$ cat src/logic/frame_ring_pkg.sv
// Frame ring engine shared types
// Request kinds, request payloads and ring geometry

package frame_ring_pkg;

   // Width of a cache-line address on the memory request port
   parameter int ADDR_WIDTH = 32;

   // Default ring geometry, used by the top level as parameter defaults
   // Eight frames of four chunks each, placed under a 10-bit base pointer
   parameter int DEF_LOG_FRAME_NUMBER = 3;
   parameter int DEF_LOG_FRAME_CHUNKS = 2;
   parameter int DEF_LOG_FRAME_BASE_POINTER = 10;

   // Kind of a memory request
   // A write always carries an all-zero line, so no data travels with it
   typedef enum logic {
      RD_LINE = 1'b0,
      WR_LINE = 1'b1
   } req_kind_e;

   // One request on the memory port, 33 bits in all
   typedef struct packed {
      req_kind_e               kind;
      logic [ADDR_WIDTH-1:0]   addr;
   } mem_req_t;

   // Grants returned by the arbiter to the two requesters
   // Each bit is a one-cycle pulse, and the requester advances on that edge
   typedef struct packed {
      logic reader_grant;
      logic release_grant;
   } arb_grant_t;

   // Builds a cache-line address from base pointer, frame and chunk
   // The fields are packed from the top down as {base, frame, chunk}
   // Callers pass each field zero-extended to ADDR_WIDTH together with
   // the widths of the frame and chunk fields
   function automatic logic [ADDR_WIDTH-1:0] line_addr(
      input logic [ADDR_WIDTH-1:0] base,
      input logic [ADDR_WIDTH-1:0] frame,
      input logic [ADDR_WIDTH-1:0] chunk,
      input int unsigned           frame_bits,
      input int unsigned           chunk_bits
   );
      logic [ADDR_WIDTH-1:0] addr;
      addr = base << (frame_bits + chunk_bits);
      // Frame number sits just above the chunk field
      addr = addr | (frame << chunk_bits);
      // Chunk number fills the lowest bits
      addr = addr | chunk;
      return addr;
   endfunction

endpackage

$ cat src/logic/frame_reader.sv
// Frame reader
// Turns frame tokens into chunk read requests

`timescale 1ns/1ps

module frame_reader #(
   parameter int LOG_FRAME_NUMBER       = 3,
   parameter int LOG_FRAME_CHUNKS       = 2,
   parameter int LOG_FRAME_BASE_POINTER = 10
) (
   input  logic                              clk,
   input  logic                              resetb,

   // Token handshake from the producer
   input  logic                              frame_valid,
   output logic                              frame_ready,
   input  logic [LOG_FRAME_BASE_POINTER-1:0] frame_base_pointer,

   // Request side towards the arbiter
   input  frame_ring_pkg::arb_grant_t        grant,
   output logic                              rd_request,
   output frame_ring_pkg::mem_req_t          rd_req,

   // Pulse to the release block once a frame has been fully read
   output logic                              release_frame
);

   import frame_ring_pkg::*;

   // Index of the final chunk of a frame
   localparam logic [LOG_FRAME_CHUNKS-1:0] LAST_CHUNK = '1;

   // Set while a frame is being read
   logic                        busy;
   // Frame currently read, advancing in ring order
   logic [LOG_FRAME_NUMBER-1:0] frame_number;
   // Chunk whose read is being requested
   logic [LOG_FRAME_CHUNKS-1:0] chunk;
   // Token accepted on this edge
   logic                        accept;
   // Grant for the final chunk of the current frame
   logic                        last_grant;

   // Ready only while no frame is held
   assign frame_ready = !busy;
   assign accept      = frame_valid && frame_ready;

   // The request is held high until the arbiter takes it
   assign rd_request  = busy;
   assign last_grant  = grant.reader_grant && (chunk == LAST_CHUNK);

   always_ff @(posedge clk) begin
      if (!resetb) begin
         busy          <= 1'b0;
         frame_number  <= '0;
         chunk         <= '0;
         release_frame <= 1'b0;
      end else begin
         // Release is a single-cycle pulse
         release_frame <= 1'b0;

         if (accept) begin
            // Chunk 0 is requested from the next cycle on
            busy <= 1'b1;
         end

         if (grant.reader_grant) begin
            if (last_grant) begin
               // Frame done, so wrap the chunk and move to the next frame
               chunk         <= '0;
               frame_number  <= frame_number + 1'b1;
               busy          <= 1'b0;
               release_frame <= 1'b1;
            end else begin
               chunk <= chunk + 1'b1;
            end
         end
      end
   end

   // Payload for the current chunk read
   // It stays stable while the request waits for a grant, since the
   // frame and chunk counters only move on a grant
   always_comb begin
      rd_req      = '0;
      rd_req.kind = RD_LINE;
      rd_req.addr = line_addr(ADDR_WIDTH'(frame_base_pointer),
                              ADDR_WIDTH'(frame_number),
                              ADDR_WIDTH'(chunk),
                              LOG_FRAME_NUMBER,
                              LOG_FRAME_CHUNKS);
   end

endmodule

$ cat src/logic/frame_release.sv
// Frame release
// Clears frame header lines once frames are read

`timescale 1ns/1ps

module frame_release #(
   parameter int LOG_FRAME_NUMBER       = 3,
   parameter int LOG_FRAME_CHUNKS       = 2,
   parameter int LOG_FRAME_BASE_POINTER = 10
) (
   input  logic                              clk,
   input  logic                              resetb,
   input  logic [LOG_FRAME_BASE_POINTER-1:0] frame_base_pointer,

   // One pulse per fully read frame
   input  logic                              release_frame,

   // Request side towards the arbiter
   input  frame_ring_pkg::arb_grant_t        grant,
   output logic                              wr_request,
   output frame_ring_pkg::mem_req_t          wr_req
);

   import frame_ring_pkg::*;

   // Frames waiting to be cleared
   // One extra bit so a completely full ring can be counted
   logic [LOG_FRAME_NUMBER:0]   frames_to_clear;
   logic [LOG_FRAME_NUMBER:0]   frames_to_clear_next;
   // Oldest frame not yet cleared
   logic [LOG_FRAME_NUMBER-1:0] frame_number_clear;

   // Request as long as anything is left to clear
   assign wr_request = (frames_to_clear != '0);

   // A release and a grant may land in the same cycle and cancel out
   always_comb begin
      frames_to_clear_next = frames_to_clear;
      if (release_frame) begin
         frames_to_clear_next = frames_to_clear_next + 1'b1;
      end
      if (grant.release_grant) begin
         frames_to_clear_next = frames_to_clear_next - 1'b1;
      end
   end

   always_ff @(posedge clk) begin
      if (!resetb) begin
         frames_to_clear    <= '0;
         frame_number_clear <= '0;
      end else begin
         frames_to_clear <= frames_to_clear_next;
         // Each granted clear moves on to the next frame of the ring
         if (grant.release_grant) begin
            frame_number_clear <= frame_number_clear + 1'b1;
         end
      end
   end

   // Header line is chunk 0 of the frame
   always_comb begin
      wr_req      = '0;
      wr_req.kind = WR_LINE;
      wr_req.addr = line_addr(ADDR_WIDTH'(frame_base_pointer),
                              ADDR_WIDTH'(frame_number_clear),
                              '0,
                              LOG_FRAME_NUMBER,
                              LOG_FRAME_CHUNKS);
   end

endmodule

$ cat src/logic/frame_ring_engine.sv
// Frame ring engine top level

`timescale 1ns/1ps

module frame_ring_engine #(
   parameter int LOG_FRAME_NUMBER       = frame_ring_pkg::DEF_LOG_FRAME_NUMBER,
   parameter int LOG_FRAME_CHUNKS       = frame_ring_pkg::DEF_LOG_FRAME_CHUNKS,
   parameter int LOG_FRAME_BASE_POINTER = frame_ring_pkg::DEF_LOG_FRAME_BASE_POINTER
) (
   input  logic                              clk,
   input  logic                              resetb,

   // Frame tokens from the producer
   input  logic                              frame_valid,
   output logic                              frame_ready,
   input  logic [LOG_FRAME_BASE_POINTER-1:0] frame_base_pointer,

   // Memory request port
   output logic                              req_valid,
   output frame_ring_pkg::mem_req_t          req,
   input  logic                              req_ready
);

   import frame_ring_pkg::*;

   // Requests from the two processing blocks
   logic       rd_request;
   logic       wr_request;
   mem_req_t   rd_req;
   mem_req_t   wr_req;
   arb_grant_t grant;
   // Reader to release handoff
   logic       release_frame;
   // Arbiter to queue
   logic       enq_valid;
   logic       enq_ready;
   mem_req_t   enq_req;

   // Reads every chunk of each handed-over frame
   frame_reader #(
      .LOG_FRAME_NUMBER       (LOG_FRAME_NUMBER),
      .LOG_FRAME_CHUNKS       (LOG_FRAME_CHUNKS),
      .LOG_FRAME_BASE_POINTER (LOG_FRAME_BASE_POINTER)
   ) frame_reader_inst (
      .clk                (clk),
      .resetb             (resetb),
      .frame_valid        (frame_valid),
      .frame_ready        (frame_ready),
      .frame_base_pointer (frame_base_pointer),
      .grant              (grant),
      .rd_request         (rd_request),
      .rd_req             (rd_req),
      .release_frame      (release_frame)
   );

   // Clears the header line of each frame after its reads
   frame_release #(
      .LOG_FRAME_NUMBER       (LOG_FRAME_NUMBER),
      .LOG_FRAME_CHUNKS       (LOG_FRAME_CHUNKS),
      .LOG_FRAME_BASE_POINTER (LOG_FRAME_BASE_POINTER)
   ) frame_release_inst (
      .clk                (clk),
      .resetb             (resetb),
      .frame_base_pointer (frame_base_pointer),
      .release_frame      (release_frame),
      .grant              (grant),
      .wr_request         (wr_request),
      .wr_req             (wr_req)
   );

   request_arbiter request_arbiter_inst (
      .clk        (clk),
      .resetb     (resetb),
      .rd_request (rd_request),
      .wr_request (wr_request),
      .rd_req     (rd_req),
      .wr_req     (wr_req),
      .enq_ready  (enq_ready),
      .grant      (grant),
      .enq_valid  (enq_valid),
      .enq_req    (enq_req)
   );

   // Decouples the grants from external back-pressure
   request_queue request_queue_inst (
      .clk       (clk),
      .resetb    (resetb),
      .enq_valid (enq_valid),
      .enq_req   (enq_req),
      .enq_ready (enq_ready),
      .req_valid (req_valid),
      .req       (req),
      .req_ready (req_ready)
   );

endmodule

$ cat src/logic/request_arbiter.sv
// Request arbiter
// Round-robin choice between reads and clears

`timescale 1ns/1ps

module request_arbiter (
   input  logic                       clk,
   input  logic                       resetb,

   // Requesters
   input  logic                       rd_request,
   input  logic                       wr_request,
   input  frame_ring_pkg::mem_req_t   rd_req,
   input  frame_ring_pkg::mem_req_t   wr_req,

   // Room in the output queue
   input  logic                       enq_ready,

   // Grants back to the requesters
   output frame_ring_pkg::arb_grant_t grant,

   // Write side of the output queue
   output logic                       enq_valid,
   output frame_ring_pkg::mem_req_t   enq_req
);

   import frame_ring_pkg::*;

   // High when the release block won the last granted cycle
   logic last_release;
   // Release block wins this cycle
   logic pick_release;

   // With both asking, the one not granted most recently wins
   // A lone requester always wins
   assign pick_release = wr_request && (!rd_request || !last_release);

   // Grants only go out when the queue can take the entry
   always_comb begin
      grant               = '0;
      grant.release_grant = enq_ready && pick_release;
      grant.reader_grant  = enq_ready && rd_request && !pick_release;
   end

   // The queue writes on enq_valid with enq_ready, which matches the grants
   assign enq_valid = rd_request || wr_request;
   assign enq_req   = pick_release ? wr_req : rd_req;

   // Remember the winner only when something was actually granted
   always_ff @(posedge clk) begin
      if (!resetb) begin
         last_release <= 1'b0;
      end else begin
         if (grant.release_grant) begin
            last_release <= 1'b1;
         end else if (grant.reader_grant) begin
            last_release <= 1'b0;
         end
      end
   end

endmodule

$ cat src/logic/request_queue.sv
// Request queue
// Two-entry buffer in front of the memory port

`timescale 1ns/1ps

module request_queue (
   input  logic                     clk,
   input  logic                     resetb,

   // Write side from the arbiter
   input  logic                     enq_valid,
   input  frame_ring_pkg::mem_req_t enq_req,
   output logic                     enq_ready,

   // External request port
   output logic                     req_valid,
   output frame_ring_pkg::mem_req_t req,
   input  logic                     req_ready
);

   import frame_ring_pkg::*;

   // Storage for the two entries
   mem_req_t   entries [2];
   logic       rd_ptr;
   logic       wr_ptr;
   // Number of occupied entries, 0 to 2
   logic [1:0] count;
   logic       do_enq;
   logic       do_deq;

   // Room exists as long as one slot is free
   // Taken from the count alone, so req_ready has no path to the arbiter
   assign enq_ready = (count != 2'd2);
   assign do_enq    = enq_valid && enq_ready;

   // The head entry is offered as soon as it is written
   assign req_valid = (count != 2'd0);
   assign req       = entries[rd_ptr];
   assign do_deq    = req_valid && req_ready;

   // Payload storage
   always_ff @(posedge clk) begin
      if (do_enq) begin
         entries[wr_ptr] <= enq_req;
      end
   end

   always_ff @(posedge clk) begin
      if (!resetb) begin
         rd_ptr <= 1'b0;
         wr_ptr <= 1'b0;
         count  <= 2'd0;
      end else begin
         if (do_enq) begin
            wr_ptr <= !wr_ptr;
         end
         if (do_deq) begin
            rd_ptr <= !rd_ptr;
         end
         // Simultaneous enqueue and dequeue leave the count unchanged
         if (do_enq && !do_deq) begin
            count <= count + 2'd1;
         end else if (do_deq && !do_enq) begin
            count <= count - 2'd1;
         end
      end
   end

endmodule

$ cat config.mk
export PLATFORM = sky130hd
export DESIGN_NAME = frame_ring_engine
export DESIGN_NICKNAME = d
export VERILOG_FILES = /design/src/logic/frame_ring_pkg.sv /design/src/logic/frame_reader.sv /design/src/logic/frame_release.sv /design/src/logic/frame_ring_engine.sv /design/src/logic/request_arbiter.sv /design/src/logic/request_queue.sv
export SDC_FILE = /design/constraint.sdc
export NUM_CORES = 1
export LEC_CHECK = 0
export ABC_AREA = 1
export BUFFER_PORTS_ARGS = -buffer_cell sky130_fd_sc_hd__buf_2
export CORE_MARGIN = 4
export CORE_UTILIZATION = 54
export CTS_BUF_LIST = sky130_fd_sc_hd__clkbuf_16
export DETAILED_ROUTE_END_ITERATION = 12
export PLACE_DENSITY = 0.79
export SLEW_MARGIN = 20
export SYNTH_ARGS = -nofsm -noshare
export SYNTH_HDL_FRONTEND = slang
export SYNTH_SLANG_ARGS = --single-unit
$ cat constraint.sdc
create_clock -name clk -period 2.3 [get_ports clk]
set_input_delay 0.46 -clock clk [delete_from_list [all_inputs] [get_ports clk]]
set_output_delay 0.46 -clock clk [all_outputs]
set_load 0.01 [all_outputs]
After elaboration in Yosys (flattened, before gate mapping)

Memory sizes are Yosys's and may differ from the RTL's. A register that Yosys moved wholly into a read port is not among the register bits.
Cells that the tools add are included.

Register bits: 19
Memory bits (writable): 66
Bits of input ports: 14
Output and inout bits: 35
Memories kept: 1

$add $sub $neg: 7
Equality and inequality tests: 2
Multiplexer cells: 16
Bitwise gates (word level): 3
Reduce and logical (&&, ||, !) cells: 25

Memories:

| name                       | depth | width | read ports | clocked after Yosys merged registers in | write ports | RTL line            | RTL |
|---|---|---|---|---|---|---|---|
| request_queue_inst.entries | 2     | 33    | 1          | 1                                       | 1           | request_queue.sv:24 | `mem_req_t entries [2];` |

Operators with widths:

| operator              | number |
|---|---|
| $mux W33              | 1 |
| $or A32 B2 Y32        | 1 |
| $or A15 B5 Y15        | 2 |
| $logic_and A1 B1 Y1   | 10 |
| $mux W1               | 10 |
| $mux W4               | 2 |
| $logic_not A1 Y1      | 7 |
| $add A3 B1 Y3 const B | 2 |
| $mux W2               | 3 |
| $reduce_bool A2 Y1    | 3 |
| $add A2 B1 Y2 const B | 2 |
| $add A4 B1 Y4 const B | 1 |
| $reduce_and A2 Y1     | 2 |
| $reduce_bool A4 Y1    | 1 |
| $sub A4 B1 Y4 const B | 1 |
| $eq A2 B2 Y1 const B  | 1 |
| $logic_or A1 B1 Y1    | 2 |
| $ne A2 B2 Y1 const B  | 1 |
| $sub A2 B1 Y2 const B | 1 |

Logic depth before layout (Yosys ltp)

Gate-level depths: netlist of run 1.

Depth after elaboration: 8
Gate-level depth with buffers: 10
Gate-level depth less buffers: 10

By module

Synthesis of run 1 repeated with hierarchy kept, for this count alone.

Cell total of the unflattened synthesis: 413
Area total of the unflattened synthesis: 4,460.5 um^2

Modules (own cells, without submodules):

| module          | instances | cells each | area an instance (um^2) | seq. area each (um^2) |
|---|---|---|---|---|
| request_queue   | 1         | 140        | 2,777.7                 | 2,082.0 |
| frame_release   | 1         | 93         | 648.1                   | 140.1 |
| request_arbiter | 1         | 117        | 535.5                   | 20.0 |
| frame_reader    | 1         | 63         | 499.2                   | 140.1 |

Worst setup path before layout of run 1

Ideal clock, no wire load.

Path type: flip-flop to flip-flop
From: reg frame_release_inst.frames_to_clear[0]
To: mem request_queue_inst.entries[0][0] in the netlist's numbering (enable)
Arrival: 1.539 ns
Data required time: 1.912 ns
Setup slack: 0.373 ns
Stages on the path, launching flop included: 6
Buffers on the path: 0
Clock period less this slack: 1.927 ns
Path through: dfxtp_1 -> inv_1 -> ha_1 -> nand2_4 -> o21ai_2 -> nor2_1

Word-level cells in the longest chain between the ends: 5

RTL lines:

| what                          | RTL line              | RTL |
|---|---|---|
| from (decl)                   | frame_release.sv:28   | `logic [LOG_FRAME_NUMBER:0] frames_to_clear;` |
| from (signal assigned)        | frame_release.sv:52   | `frames_to_clear <= frames_to_clear_next;` |
| $reduce_bool A4 Y1            | frame_release.sv:34   | `assign wr_request = (frames_to_clear != '0);` |
| $logic_or A1 B1 Y1            | request_arbiter.sv:46 | `assign enq_valid = rd_request \|\| wr_request;` |
| $logic_and A1 B1 Y1           | request_queue.sv:35   | `assign do_enq = enq_valid && enq_ready;` |
| $mux W1                       | request_queue.sv:44   | `if (do_enq) begin` |
| $mux W1 (implied by the code) | request_queue.sv:45   | `entries[wr_ptr] <= enq_req;` |
| to (decl)                     | request_queue.sv:24   |  |

No other way between the ends.

Worst setup path in the final report of run 1

From: reg frame_release_inst.frames_to_clear[0]
To: reg request_queue_inst.count[1]

Word-level cells in the longest chain between the ends: 6
Elaborated cells between the ends (all ways): 8

RTL lines:

| what                          | RTL line              | RTL |
|---|---|---|
| $reduce_bool A4 Y1 *          | frame_release.sv:34   |  |
| $logic_or A1 B1 Y1 *          | request_arbiter.sv:46 |  |
| $logic_and A1 B1 Y1 *         | request_queue.sv:35   |  |
| via request_queue_inst.do_enq | request_queue.sv:29   | `logic do_enq;` |
| $logic_not A1 Y1              | request_queue.sv:64   | `end else if (do_deq && !do_enq) begin` |
| $logic_and A1 B1 Y1           | request_queue.sv:64   |  |
| $reduce_bool A2 Y1 (no line)  | --                    |  |
| to (signal assigned)          | request_queue.sv:63   | `count <= count + 2'd1;` |
| to (signal assigned)          | request_queue.sv:65   | `count <= count - 2'd1;` |
| to (decl)                     | request_queue.sv:28   | `logic [1:0] count;` |

The timed path passes the listed nets; every way through them passes the cells marked *.
A chain may end at the register's enable or synchronous reset.

==> results.py, run 1 <==
metrics = {
    "critical_path": {
        "r2r-end": "request_queue_inst.count[1]",
        "reg2reg_slack_ps": 470,
        "path_max_fanout": 4,
        "cp_data_required_time_ps": 2470,
        "cp-start-kind": "register",
        "crit_type": "reg2reg",
        "end_kind": "register",
        "reg2reg_from": "frame_release_inst.frames_to_clear[0]",
        "r2r_cells": 10,
        "arrival_ps": 2000,
    },
    "layout": {
        "drive_gt1_share_pct": 32.0,
        "fin_nets": 264,
        "finalNonFillerCells": 294,
        "fin_area_sq_mm": 0.00266,
        "area_growth_pct": 11.9,
        "antenna_cells": 0,
    },
    "clocking": {
        "clkSlewWorstSetupHoldPaths_ps": 60,
        "cts_sinks": 52,
        "ctsHtreeMaxLevel": 2,
        "postCtsSetupRepairBufs": 0,
        "cts_tree": "done",
        "clkLatencyLatePin_ps": 290,
        "cts_hold_buf": 0,
        "postCtsResizedCells": 0,
        "root_buffer": "clkbuf_16",
        "cts_buffer_depth": 2,
        "cts_made_buffers": 5,
    },
    "yosys": {
        "synth.distinct_cells": 28,
        "synth_top_area_share_pct": 40.5,
        "synth_fa_ha_area_share_pct": 3.69,
        "yosysMostFrequentCell": "edfxtp_1",
        "ys_warn_count": 0,
        "syn_avg_cell_area_sq_um": 11.5,
        "synth_seq_area_share_pct": 57.4,
        "ys_async_sr_fraction_pct": 0,
        "synth_seq_cells": 52,
        "synthTopCellsByArea": "edfxtp_1, dfxtp_1, mux2_2",
        "yosys.area_share.simple_pct": 12.4,
        "synth_top_family_by_area": "simple AND/OR/NAND/NOR gates",
        "synth_edf_count": 32,
        "synth-compound-area-share_pct": 5.90,
        "syn-cell-area_sq_mm": 0.00237,
        "synth-xor-area-share_pct": 2.53,
        "synthFlopType": "edfxtp_1",
        "muxShareOfSynthArea_pct": 7.59,
        "yosysTopAreaCell": "edfxtp_1",
        "synthTopCellsByCount": "edfxtp_1, nand2_1, dfxtp_1",
        "postSynthCellCount": 207,
    },
    "global_routing": {
        "grt_max_degree": 18,
        "grt_pass1_wl_mm": 6.37,
        "grt_pass1_vias": 1399,
        "grt_util_all_layers_pct": 15.4,
        "antenna_found_initial": 0,
        "grt-ovfl-total": 0,
    },
    "timing": {
        "whs_ps": 364,
        "min_period_ps": 1830,
        "hold_viol": 0,
        "setup_viol": 0,
        "rsz0062_at_grt": "no",
        "slew_violations": 0,
        "fin_skew_ps": 2.39,
        "fin_crit_sh_pct": 79.5,
        "max_freq_mhz": 547,
        "fin_tns_setup_ps": 0,
    },
    "pwr": {
        "power.switching_uw": 1360,
        "internal-power_uw": 2400,
        "p_comb_share_pct": 39.4,
        "power_frac_clock_pct": 19.0,
        "power_density_mw_per_mm2": 1420,
        "p_leak_uw": 0.00113,
        "peakVddDrop_mv": 0.750,
        "seqPwrFrac_pct": 41.7,
        "total_power_uw": 3760,
        "p_sw_share_pct": 36.2,
    },
    "hold_path": {
        "holdPathEnd": "request_queue_inst.entries[0][10]",
        "hold_depth": 1,
        "min-delay-start": "frame_base_pointer[5]",
        "hold_path_class": "in2reg",
    },
    "routing": {
        "drt-initial-drc-count": 78,
        "via_per_inst": 4.87,
        "post-route-drc-count": 0,
        "drt-pass1-iter-count": 4,
        "ant_nets": 0,
        "totalWireLength_mm": 3.89,
        "route.detailed.wl_per_inst_um": 13.2,
        "num_vias": 1433,
    },
    "job": {
        "maxCapViolations": 0,
    },
    "floorplanning": {
        "design.core.area_sq_mm": 0.00412,
        "initial_utilization_pct": 57.7,
        "fp.dieH_um": 74.3,
        "rows": 23,
        "die_w_um": 74.3,
        "die_area_sq_mm": 0.00552,
        "ios": 49,
    },
    "place": {
        "dpl.cell_count": 286,
        "io_buffers": 31,
        "placed_cell_area_sq_mm": 0.00251,
        "gp_congestion": 0.839,
        "hpwlAfterDp_mm": 2.87,
    },
    "status": {
        "status": "completed",
    },
}
[stage by stage]
step | utilization, % | worst slack, ps
2_1_floorplan | - | 373
3_3_place_gp | 61.0 | 552
4_1_cts | 64.5 | 453
6_report | 64.5 | 472
5_1_grt | 64.5 | 297
3_5_place_dp | 61.0 | 470
[worst max-delay path, cell delays in order, from the launching register on]
cell and delay, ps:
dfxtp_1 360, inv_1 80, ha_1 190, nand2_4 80, o21ai_2 190, inv_1 80, ha_1 300, a21oi_1 110
o21ai_0 110, o21ai_0 150, a21oi_1 60
[cells in the final DEF, fill, tap and decap left out]
| cell type | netlist | layout |
|---|---|---|
| a21oi_2 | 1 | 1 |
| o21ai_0 | 4 | 4 |
| nor2_4 | 2 | 2 |
| nand3_1 | 2 | 2 |
| mux2_2 | 16 | 16 |
| clkbuf_16 | 0 | 5 |
| dfxtp_1 | 20 | 20 |
| nand2_1 | 27 | 27 |
| conb_1 | 1 | 17 |
| nand4_1 | 1 | 1 |
| nor2_1 | 13 | 13 |
| nand3_2 | 2 | 2 |
| a21oi_1 | 11 | 11 |
| buf_2 | 1 | 31 |
| o21ai_2 | 3 | 3 |
| edfxtp_1 | 32 | 32 |
| buf_4 | 18 | 3 |
| inv_1 | 18 | 19 |
| nor3_1 | 2 | 2 |
| o21ai_1 | 6 | 6 |
| nand3_4 | 1 | 1 |
| nand2_4 | 3 | 3 |
| clkinvlp_4 | 0 | 1 |
| nor2_2 | 3 | 3 |
| clkinv_4 | 0 | 1 |
| xor2_1 | 5 | 5 |
| nand2_2 | 1 | 1 |
| ha_1 | 7 | 7 |
| inv_2 | 4 | 4 |
| xor2_2 | 1 | 1 |
[cell families after synthesis]
group,count (synthesis)
flip-flops,52
multiplexers,16
AO/OA/AOI/OAI,25
adder cells (fa/ha/maj),7
buffers and inverters,43
AND/OR/NAND/NOR,57
other,1
XOR/XNOR,6
[worst max path at each step]
stage                                               start  slack, ps                               end
floorplan           frame_release_inst.frames_to_clear[0]        370  request_queue_inst.entries[0][0]
global placement    frame_release_inst.frames_to_clear[0]        550       request_queue_inst.count[1]
global route        frame_release_inst.frames_to_clear[0]        300       request_queue_inst.count[1]
CTS                 frame_release_inst.frames_to_clear[0]        450       request_queue_inst.count[1]
finish              frame_release_inst.frames_to_clear[0]        470       request_queue_inst.count[1]
detailed placement  frame_release_inst.frames_to_clear[0]        470       request_queue_inst.count[1]
[area by class of cell]
type | instances | area [sq um]
multi-input combinational | 128 | 827
fill | 332 | 1460
inverter | 22 | 82.6
sequential | 52 | 1360
tap | 50 | 62.6
clock inverter | 3 | 20.0
timing repair buffer | 34 | 178
clock buffer | 5 | 125
[state kept, by name, indices dropped and copies added, names as in the netlist, named ones only]
| signal | flops |
|---|---|
| request_queue_inst.wr_ptr | 1 |
| frame_reader_inst.release_frame | 1 |
| frame_release_inst.frames_to_clear | 4 |
| request_queue_inst.count | 2 |
| frame_reader_inst.chunk | 2 |
| frame_reader_inst.frame_number | 3 |
| request_arbiter_inst.last_release | 1 |
| request_queue_inst.entries | 32 |
| request_queue_inst.rd_ptr | 1 |
| frame_reader_inst.rd_request | 1 |
| frame_release_inst.frame_number_clear | 3 |
[power groups by stage]
stage	Combinational, uW	Clock, uW	Sequential [uW]
6_report	1480	714	1570
3_5_place_dp	1480	0	1590
5_1_grt	1660	773	1600
4_1_cts	1500	729	1570
2_1_floorplan	1140	0	1550
3_3_place_gp	1440	0	1560
[layer usage]
metal	up-vias	track usage (%)	routed length, um
li1	730	-	-
met1	660	18.2	1590
met2	36	26.8	1980
met3	7	4.46	257
met4	0	5.93	63
met5	-	0	0
(Power assumes the default switching activity.)
==> run 2: changes to the inputs <==
--- a/config.mk
+++ b/config.mk
@@ -5,7 +5,7 @@
 export SDC_FILE = /design/constraint.sdc
 export NUM_CORES = 1
 export LEC_CHECK = 0
-export ABC_AREA = 1
+export ABC_AREA = 0
 export BUFFER_PORTS_ARGS = -buffer_cell sky130_fd_sc_hd__buf_2
 export CORE_MARGIN = 4
 export CORE_UTILIZATION = 54
==> constraint.sdc (replaced) <==
create_clock -name clk -period 1.8 [get_ports clk]
set_input_delay 0.36 -clock clk [delete_from_list [all_inputs] [get_ports clk]]
set_output_delay 0.36 -clock clk [all_outputs]
set_load 0.01 [all_outputs]
==> run 2 against run 1 <==
The run now ends with setup timing left. Register-to-register slack got worse by 650 ps. Critical path depth decreased by 1. Die area decreased by 0.94%. Flip-flop and latch count unchanged. Core utilization increased by 2.8 points. Largest cell class unchanged. Clock power increased by 25%. Hold slack got worse by 100 ps. Global-route usage decreased by 0.45 points. Clock skew increased by 1.5 ps. Sequential power increased by 23%. Highest routed layer unchanged. Setup slack got worse by 650 ps. Combinational power increased by 36%.
==> results.py, run 2 <==
metrics = {
    "place": {
        "hpwlAfterDp_mm": 2.72,
        "gp_congestion": 0.823,
        "dpl.cell_count": 266,
        "placed_cell_area_sq_mm": 0.00257,
        "io_buffers": 31,
        "dp_slack_ps": -221,
    },
    "layout": {
        "regMostFlops": "request_queue_inst.entries",
        "multi_input_area_sq_um": 916,
        "largestRegisters": "request_queue_inst.entries x32, frame_release_inst.frames_to_clear x4",
        "fin_nets": 246,
        "num-fill-cells": 320,
        "layout_common_cells": "edfxtp_1, buf_2, mux2_2, dfxtp_1, conb_1",
        "area_growth_pct": 18.0,
        "drive_gt1_share_pct": 39.4,
        "layout_commonest_cell": "edfxtp_1",
        "regArea_sq_mm": 0.00136,
        "finalNonFillerCells": 276,
        "fin_area_sq_mm": 0.00277,
        "largest_reg_flops": 32,
        "antenna_cells": 0,
    },
    "clocking": {
        "cts_sinks": 52,
        "root_buffer": "clkbuf_16",
        "ctsHtreeMaxLevel": 2,
        "cts_tree": "done",
        "cts_buffer_depth": 2,
        "clkSlewWorstSetupHoldPaths_ps": 60,
        "clkLatencyLatePin_ps": 280,
        "cts_made_buffers": 5,
    },
    "critical_path": {
        "slowest_delay_ps": 390,
        "crit_cells": 9,
        "r2r_cells": 9,
        "cp-start-kind": "register",
        "critPathBufInv": 2,
        "path_delay_family": "simple AND/OR/NAND/NOR gates",
        "cp_data_required_time_ps": 2020,
        "crit_type": "reg2reg",
        "cp_cell_sequence": "inv_2 > ha_4 > or3b_4 > o21ai_4 > inv_2 > ha_4 > xor2_1 > or3_1 > a21oi_1",
        "critical_path.slowest_cell": "or3b_4",
        "path_max_fanout": 5,
        "end_kind": "register",
        "arrival_ps": 2190,
    },
    "yosys": {
        "syn_avg_cell_area_sq_um": 13.0,
        "synth-compound-area-share_pct": 5.06,
        "ys_async_sr_fraction_pct": 0,
        "yosysTopAreaCell": "edfxtp_1",
        "syn-cell-area_sq_mm": 0.00235,
        "ys_warn_count": 0,
        "synth_edf_count": 32,
        "muxShareOfSynthArea_pct": 11.3,
        "synth_top_family_by_area": "multiplexers",
        "yosys.area_share.simple_pct": 9.38,
        "synth_seq_cells": 52,
        "synth_seq_area_share_pct": 58.0,
        "synthFlopType": "edfxtp_1",
        "synth.distinct_cells": 35,
        "postSynthCellCount": 180,
        "synthTopCellsByCount": "edfxtp_1, dfxtp_1, mux2_2",
        "synth-xor-area-share_pct": 4.48,
        "synth_fa_ha_area_share_pct": 3.73,
        "synth_top_area_share_pct": 40.9,
        "yosysMostFrequentCell": "edfxtp_1",
        "synthTopCellsByArea": "edfxtp_1, dfxtp_1, mux2_2",
    },
    "routing": {
        "ant_nets": 0,
        "drt-pass1-iter-count": 4,
        "totalWireLength_mm": 3.82,
        "drt-initial-drc-count": 49,
        "num_vias": 1371,
        "post-route-drc-count": 0,
        "route.detailed.wl_per_inst_um": 13.8,
        "via_per_inst": 4.97,
    },
    "pwr": {
        "p_leak_uw": 0.00114,
        "peakVddDrop_mv": 0.875,
        "power_density_mw_per_mm2": 1740,
    },
    "global_routing": {
        "grt_pass1_wl_mm": 6.15,
        "antenna_found_initial": 0,
        "grt_pass1_vias": 1346,
        "grt_max_degree": 17,
        "grt_util_all_layers_pct": 15.0,
        "grt-ovfl-total": 0,
    },
    "floorplanning": {
        "die_area_sq_mm": 0.00547,
        "rows": 23,
        "fp.dieH_um": 73.9,
        "design.core.area_sq_mm": 0.00412,
        "ios": 49,
        "initial_utilization_pct": 57.1,
        "die_w_um": 73.9,
    },
    "timing": {
        "hold_viol": 0,
        "fin_tns_setup_ps": -2670,
        "setup_ws_ps": -177,
        "whs_ps": 261,
        "max_freq_mhz": 506,
        "rsz0062_at_grt": "yes",
        "fin_skew_ps": 3.86,
        "setup_viol": 34,
        "min_period_ps": 1980,
        "fin_crit_sh_pct": 110,
        "tightestPinTransition_ps": 864,
        "maxSlewHeadroom_pct": 42.4,
        "slew_violations": 0,
    },
    "status": {
        "violations": "setup timing",
        "status": "complete, but fails checks",
    },
    "hold_path": {
        "hold_path_class": "in2reg",
        "hold_depth": 1,
    },
    "job": {
        "maxCapViolations": 0,
    },
}
run 2: cell types whose count changed in the layout (fill, tap and decap cells not counted), moves of 3 or more:
cell and change:
a21oi_1 -6, buf_4 +9, inv_1 -14, mux2i_1 +4, nand2_1 -21, nand4_1 +3
o21ai_1 -6, o21ai_2 -3, or3_1 +3, xnor2_1 +5
run 2: metrics by stage:
stage,total power (uW),utilization [%]
6_report,4830,67.3
5_1_grt,5170,67.3
4_1_cts,4820,66.6
3_5_place_dp,3830,62.5
3_3_place_gp,3750,62.5
2_1_floorplan,3240,-
run 2: cell families after synthesis:
| kind of cell | after synthesis |
|---|---|
| simple gates | 40 |
| xor+xnor | 12 |
| flops | 52 |
| mux | 24 |
| fa+ha+maj | 7 |
| compound gates | 14 |
| other cells | 1 |
| buf+inv | 30 |
run 2: layout make-up:
cell class / count / area share [%]
clock buffers: 5 / 4.52
clock inverters: 3 / 0.587
inverters: 8 / 1.08
multi-input cells: 114 / 33.1
flip-flops and latches: 52 / 49.2
well taps: 50 / 2.26
repair buffers: 44 / 9.26
run 2: final timing paths:
path / to / startpoint / slack (ps)
setup / recovery: request_queue_inst.count[1] / frame_release_inst.frames_to_clear[1] / -180
setup reg to reg: request_queue_inst.count[1] / frame_release_inst.frames_to_clear[1] / -180
hold / removal: request_queue_inst.entries[0][13] / frame_base_pointer[8] / 260
hold reg to reg: frame_reader_inst.frame_number[2] / frame_reader_inst.frame_number[2] / 480
run 2: power by group:
| part | leakage, uW | total [uW] | switching, uW | internal, uW |
|---|---|---|---|---|
| Combinational | 0.000600 | 2010 | 1030 | 971 |
| Clock | 0.0000710 | 896 | 389 | 507 |
| Sequential | 0.000472 | 1930 | 155 | 1780 |
run 2: timing repair:
item                                    in CTS  in global routing
gates resized for setup                      8                  4
pin swaps                                    4                  2
buffers inserted                             1                  1
hold buffers                                 0                  0
endpoints found under the setup margin      40                 40
run 2: layer usage:
layer | global-route usage [%] | up-vias | wire length [um]
met5 | 0 | - | 0
met4 | 6.04 | 0 | 62
met3 | 4.19 | 7 | 240
met2 | 25.0 | 35 | 1860
met1 | 18.4 | 640 | 1660
li1 | - | 689 | -
==> run 3: changes to the inputs <==
--- a/config.mk
+++ b/config.mk
@@ -7,7 +7,7 @@
 export LEC_CHECK = 0
 export ABC_AREA = 0
 export BUFFER_PORTS_ARGS = -buffer_cell sky130_fd_sc_hd__buf_2
-export CORE_MARGIN = 4
+export CORE_MARGIN = 2
 export CORE_UTILIZATION = 54
 export CTS_BUF_LIST = sky130_fd_sc_hd__clkbuf_16
 export DETAILED_ROUTE_END_ITERATION = 12
==> run 3 against run 2 <==
The flow still finishes with violations (setup timing). Critical path depth unchanged. Final cell count grew 0.36%. Non-clock buffer count is 1 higher. Die area is 11% lower.
==> results.py, run 3 (synthesis results as in run 2) <==
metrics = {
    "timing": {
        "slew_violations": 0,
        "fin_skew_ps": 6.83,
        "rsz0062_at_grt": "yes",
        "setup_ws_ps": -198,
        "hold_viol": 0,
        "setup_viol": 34,
        "min_period_ps": 2000,
        "max_freq_mhz": 500,
        "maxSlewHeadroom_pct": 45.1,
        "fin_crit_sh_pct": 111,
        "fin_tns_setup_ps": -2080,
        "tightestPinTransition_ps": 823,
    },
    "floorplanning": {
        "initial_utilization_pct": 57.5,
        "ios": 49,
        "fp.dieH_um": 69.9,
        "die_w_um": 69.9,
        "rows": 23,
        "die_area_sq_mm": 0.00489,
        "design.core.area_sq_mm": 0.00409,
    },
    "clocking": {
        "cts_made_buffers": 5,
        "cts_buffer_depth": 2,
        "clkSlewWorstSetupHoldPaths_ps": 70,
        "cts_sinks": 52,
        "root_buffer": "clkbuf_16",
        "cts_tree": "done",
        "clkLatencyLatePin_ps": 290,
        "ctsHtreeMaxLevel": 2,
    },
    "routing": {
        "ant_nets": 0,
        "route.detailed.wl_per_inst_um": 13.9,
        "drt-initial-drc-count": 83,
        "wl_met2_mm": 2.02,
        "drt-met1-wl_mm": 1.59,
        "drt-pass1-iter-count": 4,
        "num_vias": 1377,
        "via_per_inst": 4.97,
        "routed.top_layer": "met4",
        "routed-wl-met3_um": 171,
        "totalWireLength_mm": 3.84,
        "post-route-drc-count": 0,
    },
    "place": {
        "dpl.cell_count": 268,
        "hpwlAfterDp_mm": 2.67,
        "gp_congestion": 0.734,
        "io_buffers": 31,
        "dp_slack_ps": -221,
    },
    "critical_path": {
        "cp_cell_sequence": "inv_2 > ha_4 > or3b_4 > o21ai_4 > inv_2 > ha_4 > xor2_2 > or3_4 > a21oi_2",
        "critical_path.slowest_cell": "or3b_4",
        "crit_type": "reg2reg",
        "arrival_ps": 2230,
        "path_max_fanout": 5,
        "end_kind": "register",
        "cp-start-kind": "register",
        "cp_data_required_time_ps": 2030,
        "slowest_delay_ps": 390,
    },
    "layout": {
        "regMostFlops": "request_queue_inst.entries",
        "largestRegisters": "request_queue_inst.entries x32, frame_release_inst.frames_to_clear x4",
        "area_growth_pct": 19.4,
        "drive_gt1_share_pct": 40.5,
        "finalNonFillerCells": 277,
        "layout_commonest_cell": "edfxtp_1",
        "regArea_sq_mm": 0.00136,
        "fin_nets": 247,
        "antenna_cells": 0,
        "largest_reg_flops": 32,
        "num-fill-cells": 319,
        "layout_common_cells": "edfxtp_1, buf_2, mux2_2",
        "multi_input_area_sq_um": 917,
    },
    "job": {
        "maxCapViolations": 0,
    },
    "global_routing": {
        "antenna_found_initial": 0,
        "grt_pass1_wl_mm": 6.15,
        "grt-ovfl-total": 0,
        "grt_pass1_vias": 1361,
        "grt_max_degree": 17,
        "grt_util_all_layers_pct": 16.1,
    },
    "pwr": {
        "total_power_uw": 5050,
        "power_density_mw_per_mm2": 1800,
        "peakVddDrop_mv": 1.07,
        "p_leak_uw": 0.00116,
    },
    "status": {
        "violations": "setup timing",
        "status": "complete, but fails checks",
    },
    "hold_path": {
        "hold_path_class": "in2reg",
    },
}
[run 3: changes by cell type in the layout (fill, tap and decap cells not counted), sizes merged]
cell / previous run / this run
buf: 44 / 45
bufinv: 0 / 1
clkinv: 2 / 3
clkinvlp: 1 / 0
inv: 8 / 7
[run 3: area by class of cell]
class	instances	share of cell area [%]
repair buffers	45	9.41
clock buffers	5	4.46
well taps	50	2.23
inverters	8	1.07
multi-input cells	114	32.7
flip-flops and latches	52	48.6
clock inverters	3	1.52
[run 3: worst max-delay path, delay by kind of cell (launching register included)]
| family | cells | cell delay, ps |
|---|---|---|
| AO/OA/AOI/OAI | 2 | 330 |
| XOR/XNOR | 1 | 140 |
| adder cells (fa/ha/maj) | 2 | 290 |
| buffers and inverters | 2 | 130 |
| flip-flops | 1 | 320 |
| AND/OR/NAND/NOR | 2 | 730 |
[run 3: power breakdown]
group / internal, uW / switching [uW]
clock: 653 / 408
combinational: 1010 / 1040
sequential: 1780 / 161
total: 3440 / 1610
[run 3: final timing paths]
kind | startpoint | to | slack, ps | depth (start not counted)
setup / recovery | frame_release_inst.frames_to_clear[0] | request_queue_inst.count[1] | -200 | 9
hold reg to reg | frame_reader_inst.frame_number[2] | frame_reader_inst.frame_number[2] | 500 | 2
hold / removal | frame_base_pointer[9] | request_queue_inst.entries[0][14] | 260 | 1
setup reg to reg | frame_release_inst.frames_to_clear[0] | request_queue_inst.count[1] | -200 | 9
[run 3: routing by layer]
| metal | GRT usage (%) | vias up |
|---|---|---|
| met5 | 0 | - |
| li1 | - | 693 |
| met2 | 29.3 | 35 |
| met3 | 3.32 | 7 |
| met1 | 18.1 | 642 |
| met4 | 7.05 | 0 |
[run 3: stage by stage]
step,area (sq um),hold slack [ps],util [%]
6_report,2810,258,68.6
5_1_grt,2810,256,68.6
4_1_cts,2780,254,68.1
3_3_place_gp,2590,467,63.3
2_1_floorplan,2430,455,-
3_5_place_dp,2590,481,63.3
[run 3: repair_timing]
| action | in CTS | in global routing |
|---|---|---|
| endpoints found under the setup margin | 40 | 40 |
| pin swaps | 3 | 0 |
| resized for setup | 8 | 4 |
| endpoints found under the hold margin | 0 | 0 |
| hold buffers | 0 | 0 |
| buffers inserted | 1 | 0 |
